--- src/dtwPkg.sv ---
`default_nettype none

package dtwPkg;

    // Width of one direction code.
    localparam int PathWidth = 2;

    // Move taken from a cell during traceback.
    typedef enum logic [PathWidth-1:0] {
        PathRst  = 2'd0,  // No move.
        PathLeft = 2'd1,  // To (t, r-1).
        PathUp   = 2'd2,  // To (t-1, r).
        PathDiag = 2'd3   // To (t-1, r-1).
    } pathDir_e;

    localparam int ScoreWidth = 16;  // Final distance.
    localparam int IndexWidth = 5;   // Grid index.
    localparam int DataWidth  = 32;  // SRAM word.

    // SRAM word, top down: pad, test index, pad, reference index, score.
    localparam int PadWidth   = 3;
    localparam int RefIdxLsb  = ScoreWidth;
    localparam int TestIdxLsb = RefIdxLsb + IndexWidth + PadWidth;

endpackage

`default_nettype wire
--- src/dtwBacktrace.sv ---
`timescale 1ns/1ps
`default_nettype none

module dtwBacktrace #(
    parameter int NumPe  = 6,
    parameter int SeqLen = 20
) (
    input  wire logic                                 clk,
    input  wire logic                                 nrst,
    input  wire logic [dtwPkg::ScoreWidth-1:0]        i_score,
    input  wire logic [NumPe*dtwPkg::PathWidth-1:0]   i_path,
    input  wire logic                                 i_btStart,
    input  wire logic                                 i_btEna,
    output logic                                      o_btEnd,
    output logic [dtwPkg::DataWidth-1:0]              o_data
);

    localparam int NitWidth = $clog2(2 * SeqLen - 1);
    localparam int PeWidth  = $clog2(NumPe);

    logic [NitWidth-1:0] nit;  // Current anti-diagonal.
    logic [PeWidth-1:0]  pe;   // Current PE slot.
    dtwPkg::pathDir_e    dir;

    dtwPathStore #(
        .NumPe  (NumPe),
        .SeqLen (SeqLen)
    ) pathStore (
        .clk      (clk),
        .nrst     (nrst),
        .i_loadEn (!i_btEna),  // Load whenever the trace is off.
        .i_path   (i_path),
        .i_nit    (nit),
        .i_pe     (pe),
        .o_dir    (dir)
    );

    dtwTraceWalker #(
        .NumPe  (NumPe),
        .SeqLen (SeqLen)
    ) traceWalker (
        .clk       (clk),
        .nrst      (nrst),
        .i_btEna   (i_btEna),
        .i_btStart (i_btStart),
        .i_score   (i_score),
        .i_dir     (dir),
        .o_nit     (nit),
        .o_pe      (pe),
        .o_btEnd   (o_btEnd),
        .o_data    (o_data)
    );

endmodule

`default_nettype wire

--- src/dtwTraceWalker.sv ---
`timescale 1ns/1ps
`default_nettype none

module dtwTraceWalker #(
    parameter int NumPe  = 6,
    parameter int SeqLen = 20,
    localparam int NumWords = 2 * SeqLen - 1,
    localparam int NitWidth = $clog2(NumWords),
    localparam int PeWidth  = $clog2(NumPe)
) (
    input  wire logic                          clk,
    input  wire logic                          nrst,
    input  wire logic                          i_btEna,
    input  wire logic                          i_btStart,
    input  wire logic [dtwPkg::ScoreWidth-1:0] i_score,
    input  wire dtwPkg::pathDir_e              i_dir,
    output logic [NitWidth-1:0]                o_nit,
    output logic [PeWidth-1:0]                 o_pe,
    output logic                               o_btEnd,
    output logic [dtwPkg::DataWidth-1:0]       o_data
);

    localparam int IndexWidth = dtwPkg::IndexWidth;

    // The band is centred on t == r, so the corner cell lands on the middle PE.
    localparam logic [NitWidth-1:0]   StartNit = NitWidth'(NumWords - 1);
    localparam logic [PeWidth-1:0]    StartPe  = PeWidth'((NumPe - 1) / 2);
    localparam logic                  StartRem = 1'((NumPe - 1) % 2);
    localparam logic [IndexWidth-1:0] LastIdx  = IndexWidth'(SeqLen - 1);

    logic [NitWidth-1:0]           nit;
    logic [PeWidth-1:0]            pe;
    logic                          remHalf;  // Half step between PEs.
    logic [IndexWidth-1:0]         testIdx;
    logic [IndexWidth-1:0]         refIdx;
    logic [dtwPkg::ScoreWidth-1:0] scoreReg;

    // Position in the stored path: anti-diagonal and PE slot.
    always_ff @(posedge clk or negedge nrst) begin
        if (!nrst) begin
            nit     <= StartNit;
            pe      <= StartPe;
            remHalf <= StartRem;
        end else if (!i_btEna) begin
            nit     <= StartNit;
            pe      <= StartPe;
            remHalf <= StartRem;
        end else begin
            case (i_dir)
                dtwPkg::PathDiag: begin
                    nit <= nit - NitWidth'(2);  // Skips one anti-diagonal.
                end
                dtwPkg::PathUp: begin
                    nit <= nit - 1'b1;
                    if (!remHalf) begin
                        pe <= pe - 1'b1;
                    end
                    remHalf <= !remHalf;
                end
                dtwPkg::PathLeft: begin
                    nit <= nit - 1'b1;
                    if (remHalf) begin
                        pe <= pe + 1'b1;
                    end
                    remHalf <= !remHalf;
                end
                default: begin
                    nit <= nit - 1'b1;
                end
            endcase
        end
    end

    // Grid indices, starting from the last cell.
    always_ff @(posedge clk or negedge nrst) begin
        if (!nrst) begin
            testIdx <= LastIdx;
            refIdx  <= LastIdx;
        end else if (!i_btEna) begin
            testIdx <= LastIdx;
            refIdx  <= LastIdx;
        end else begin
            case (i_dir)
                dtwPkg::PathDiag: begin
                    testIdx <= testIdx - 1'b1;
                    refIdx  <= refIdx - 1'b1;
                end
                dtwPkg::PathUp: begin
                    testIdx <= testIdx - 1'b1;
                end
                dtwPkg::PathLeft: begin
                    refIdx <= refIdx - 1'b1;
                end
                default: begin
                    testIdx <= testIdx;  // Stay on the cell.
                end
            endcase
        end
    end

    // Final distance, held through the trace.
    always_ff @(posedge clk) begin
        if (!i_btEna) begin
            scoreReg <= i_score;
        end
    end

    assign o_nit   = nit;
    assign o_pe    = pe;
    assign o_btEnd = (testIdx == '0) && (refIdx == '0);

    always_comb begin
        o_data = '0;
        o_data[dtwPkg::TestIdxLsb +: IndexWidth] = testIdx;
        o_data[dtwPkg::RefIdxLsb +: IndexWidth]  = refIdx;
        if (i_btStart) begin
            o_data[dtwPkg::ScoreWidth-1:0] = scoreReg;  // Score only once started.
        end
    end

endmodule

`default_nettype wire

--- src/dtwPathStore.sv ---
`timescale 1ns/1ps
`default_nettype none

module dtwPathStore #(
    parameter int NumPe  = 6,
    parameter int SeqLen = 20,
    localparam int NumWords  = 2 * SeqLen - 1,
    localparam int WordWidth = NumPe * dtwPkg::PathWidth,
    localparam int NitWidth  = $clog2(NumWords),
    localparam int PeWidth   = $clog2(NumPe)
) (
    input  wire logic                 clk,
    input  wire logic                 nrst,
    input  wire logic                 i_loadEn,
    input  wire logic [WordWidth-1:0] i_path,
    input  wire logic [NitWidth-1:0]  i_nit,
    input  wire logic [PeWidth-1:0]   i_pe,
    output dtwPkg::pathDir_e          o_dir
);

    logic [WordWidth-1:0]         pathMem [NumWords];  // Entry 0 is the newest word.
    logic [WordWidth-1:0]         curWord;
    logic [dtwPkg::PathWidth-1:0] slot [NumPe];
    logic                         nitValid;
    logic                         peValid;

    // One word per anti-diagonal, shifted in only while loading.
    always_ff @(posedge clk or negedge nrst) begin
        if (!nrst) begin
            for (int k = 0; k < NumWords; k++) begin
                pathMem[k] <= '1;  // Every slot reads as a diagonal step.
            end
        end else if (i_loadEn) begin
            pathMem[0] <= i_path;
            for (int k = 1; k < NumWords; k++) begin
                pathMem[k] <= pathMem[k-1];
            end
        end
    end

    assign nitValid = (i_nit < NumWords);
    assign peValid  = (i_pe < NumPe);

    // Iteration k is the word loaded on cycle k, so it sits k words below the top.
    always_comb begin
        curWord = '0;
        if (nitValid) begin
            curWord = pathMem[NumWords - 1 - i_nit];
        end
    end

    // PE 0 owns the most significant code of a word.
    always_comb begin
        for (int p = 0; p < NumPe; p++) begin
            slot[p] = curWord[WordWidth - 1 - p * dtwPkg::PathWidth -: dtwPkg::PathWidth];
        end
    end

    always_comb begin
        o_dir = dtwPkg::PathRst;  // Off the band or past the first diagonal.
        if (nitValid && peValid) begin
            o_dir = dtwPkg::pathDir_e'(slot[i_pe]);
        end
    end

endmodule

`default_nettype wire

--- config.mk ---
export PLATFORM = sky130hd
export DESIGN_NAME = dtwBacktrace
export DESIGN_NICKNAME = d
export VERILOG_FILES = /design/src/dtwPkg.sv /design/src/dtwBacktrace.sv /design/src/dtwTraceWalker.sv /design/src/dtwPathStore.sv
export SDC_FILE = /design/constraint.sdc
export NUM_CORES = 1
export LEC_CHECK = 0
export CELL_PAD_IN_SITES_DETAIL_PLACEMENT = 0
export CELL_PAD_IN_SITES_GLOBAL_PLACEMENT = 1
export CORE_UTILIZATION = 30
export CTS_CLUSTER_SIZE = 28
export DETAILED_ROUTE_END_ITERATION = 6
export DONT_BUFFER_PORTS = 1
export GPL_ROUTABILITY_DRIVEN = 0
export PLACE_DENSITY_LB_ADDON = 0.1
export SYNTH_ARGS = -nofsm -noshare
export SYNTH_HDL_FRONTEND = slang
export SYNTH_SLANG_ARGS = --single-unit
--- constraint.sdc ---
create_clock -name clk -period 6.5 [get_ports clk]
set_input_delay 1.3 -clock clk [delete_from_list [all_inputs] [get_ports clk]]
set_output_delay 1.3 -clock clk [all_outputs]
set_load 0.01 [all_outputs]
==> out/qor.yml <==
synthesis:
  synth_compound_area_frac: 0.0184
  synth_top_family_by_area: "multiplexers"
  synth_top_area_cell: "dfstp_2"
  async_flop_share: 0.968
  synthTopCellsByArea: "dfstp_2, mux2_2, mux4_2"
  ys_types: 60
  seq_area_frac_synth: 0.559
  synth_top_cell_area_share: 0.529
  yosys_warnings: 0
  synth_xor_area_frac: 0.00736
  ys_ff_latch: 504
  yosys_most_used_dff: "dfstp_2"
  syn_area_um2: 23800
  synth_fa_ha_area_frac: 0.00820
  synth-edff-count: 16
  synth.avg_cell_area_um2: 16.1
  synthCells: 1480
  synth_mux_area_frac: 0.350
  synth-simple-area-share: 0.0301
power_and_ir_drop:
  p_int_mw: 9.17
  switching_share: 0.308
  p_leak_nw: 10.1
  clockPowerShare: 0.245
  pwr-share-seq: 0.420
  netSwitchingPower_mw: 4.09
  peakVddDrop_mv: 0.310
  combPwrFrac: 0.335
  power_mw: 13.3
  p_per_area_nw_per_um2: 498
setup_path:
  max_stage_delay_ps: 960
  worstPathArrival_ps: 5870
  worstPathMaxFanout: 14
  cp.buffers_inverters: 3
  cpMaxStageDelayCell: "and2_1"
  critPathKind: "reg -> reg"
  crit_family: "simple AND/OR/NAND/NOR gates"
  crit_path_start_kind: "flip-flop"
  worstPathRequired_ps: 6930
  end_kind: "flip-flop"
  crit_chain: "ha_1, inv_1, o21ai_0, and2_1, buf_4, buf_4, a2111oi_0, a41oi_1, a31oi_1, nor4b_4, ha_1, nand3b_1, nand2_1, nor3_1, xnor2_1, nand2_1"
place:
  dpl.cell_count: 2433
  dp_hpwl_um: 27800
  place_ws_ps: 1140
  portBuffers: 0
clock_network:
  cts_resized: 0
  numClockSinks: 504
  cts_tree: "built"
  root_buffer: "clkbuf_16"
  cts_buffer_depth: 3
  cts_setup_buffers: 0
  clkTransAtPathRegs_ps: 60
  htree_levels: 2
  clock_latency_ps: 610
  holdBufCountCts: 0
  cts_buffers: 59
sta:
  rsz0062_at_grt: "no"
  final.period_utilization: 0.837
  finClkSkew_ps: 17.4
  finalSetupViolCount: 0
  finalSetupTns_ps: 0
  fin_crit_ps: 5440
  max_freq_mhz: 184
  finalHoldViolations: 0
  worst_slew_pin_slew_ps: 3100
  fin_ws_ps: 1060
  slew_headroom: -1.07
  drv_slew: 770
floorplanning:
  core_um2: 78000
  die_h_um: 284
  dieArea_um2: 80400
  die_w_um: 284
  rows: 102
  ios: 65
  initial_core_util: 0.305
finish:
  layout.cells.most_common: "dfstp_2"
  final_cell_mix: "dfstp_2, mux2_2, mux4_2"
  n_antenna_cell: 0
  stdcell_count: 2541
  drive_gt1_frac: 0.795
  fill_cells: 7505
  nets: 1501
  syn2layout_area_growth_pct: 11.8
grt:
  gr-usage-all-layers: 0.125
  grt_pass1_wl_um: 79500
  grt_max_degree: 489
  overflow: 0
  grt_pass1_vias: 13090
  antenna_found_initial: 2
drt:
  drc: 0
  routedWlPerCell_um: 19.5
  num_vias: 12179
  drt_iter0_drc: 570
  routed_wirelength_um: 49600
  drtAntennaViolNets: 0
  viasPerCell: 4.79
  drt_first_pass_iters: 4
status:
  violations: "max-slew violations"
  status: "finished, violations left"
min_path:
  holdCritPathClass: "reg -> reg"
job:
  maxCapViolCount: 0
## worst paths after layout
kind / start / to / slack, ps / depth (start not counted)
max in group asynchronous: nrst / traceWalker.o_pe[0] / 3560 / 0
worst max-delay path: traceWalker.o_nit[2] / traceWalker.o_nit[5] / 1060 / 16
min in group asynchronous: nrst / traceWalker.o_nit[0] / 570 / 0
worst max register to register: traceWalker.o_nit[2] / traceWalker.o_nit[5] / 1060 / 16
worst min register to register: traceWalker.testIdx[1] / traceWalker.testIdx[1] / 550 / 2
worst min-delay path: traceWalker.testIdx[1] / traceWalker.testIdx[1] / 550 / 2
## Yosys cell counts, types with 8 or more instances
cell,n
nand3_1,11
a31oi_1,11
ha_1,14
edfxtp_1,16
dfstp_2,479
nand2_1,66
inv_1,10
buf_4,13
a21oi_1,10
and2_1,22
mux4_1,8
dfrtp_1,9
nor2_1,17
clkbuf_1,62
o21ai_0,14
buf_6,10
mux4_2,119
mux2_2,470
xnor2_1,9
buf_2,15
mux2i_1,15
## kinds of logic (layout without fill, tap and decap cells)
kind of cell,count (synthesis),count (layout)
XOR/XNOR,17,17
other,1,6
buffers and inverters,121,137
adder cells (fa/ha/maj),15,15
multiplexers,612,612
AND/OR/NAND/NOR,144,144
AO/OA/AOI/OAI,66,66
flip-flops,504,504
## registers in the layout, indices dropped and copies added (netlist names)
signal                flops
pathStore.pathMem       468
traceWalker.o_nit         6
traceWalker.o_pe          3
traceWalker.refIdx        5
traceWalker.remHalf       1
traceWalker.scoreReg     16
traceWalker.testIdx       5
## worst register-to-register path, cell delays in order (launching register included)
cell and delay (ps):
dfstp_2 720, ha_1 240, inv_1 70, o21ai_0 470
and2_1 960, buf_4 370, buf_4 190, a2111oi_0 70
a41oi_1 240, a31oi_1 150, nor4b_4 590, ha_1 520
nand3b_1 160, nand2_1 110, nor3_1 190, xnor2_1 140
nand2_1 60
## cell type report
type / instances / area, um2 / share of cell area
inverter: 14 / 52.6 / 0.00197
clock inverter: 19 / 141 / 0.00531
tap: 1040 / 1300 / 0.0489
sequential: 504 / 13300 / 0.500
clock buffer: 89 / 1790 / 0.0673
timing repair buffer: 15 / 125 / 0.00470
multi-input combinational: 860 / 9900 / 0.372
## through the flow
stage               cell area, um2  hold slack, ps  utilization
floorplan                    23800             519            -
global placement             24700             542        0.316
detailed placement           24700             546        0.316
CTS                          26600             369        0.341
global route                 26600             424        0.341
finish                       26600             550        0.341
## metal layers
layer | vias to the layer above | track usage | routed length [um]
li1 | 5462 | - | -
met1 | 6495 | 0.173 | 23300
met5 | - | 0 | 0
met4 | 0 | 0.0365 | 1130
met3 | 72 | 0.0228 | 1690
met2 | 150 | 0.198 | 23400
## power by group through the flow
stage                     Combinational, mW  Clock, mW  Sequential (mW)
final                                  4.45       3.24             5.57
after global routing                   4.84       3.53             5.75
after CTS                              4.55       3.41             5.59
after detailed placement               4.54          0             5.64
after global placement                 4.49          0             5.63
after floorplan                        3.61          0             5.28
Note: power is estimated with default switching activity, not from simulation.
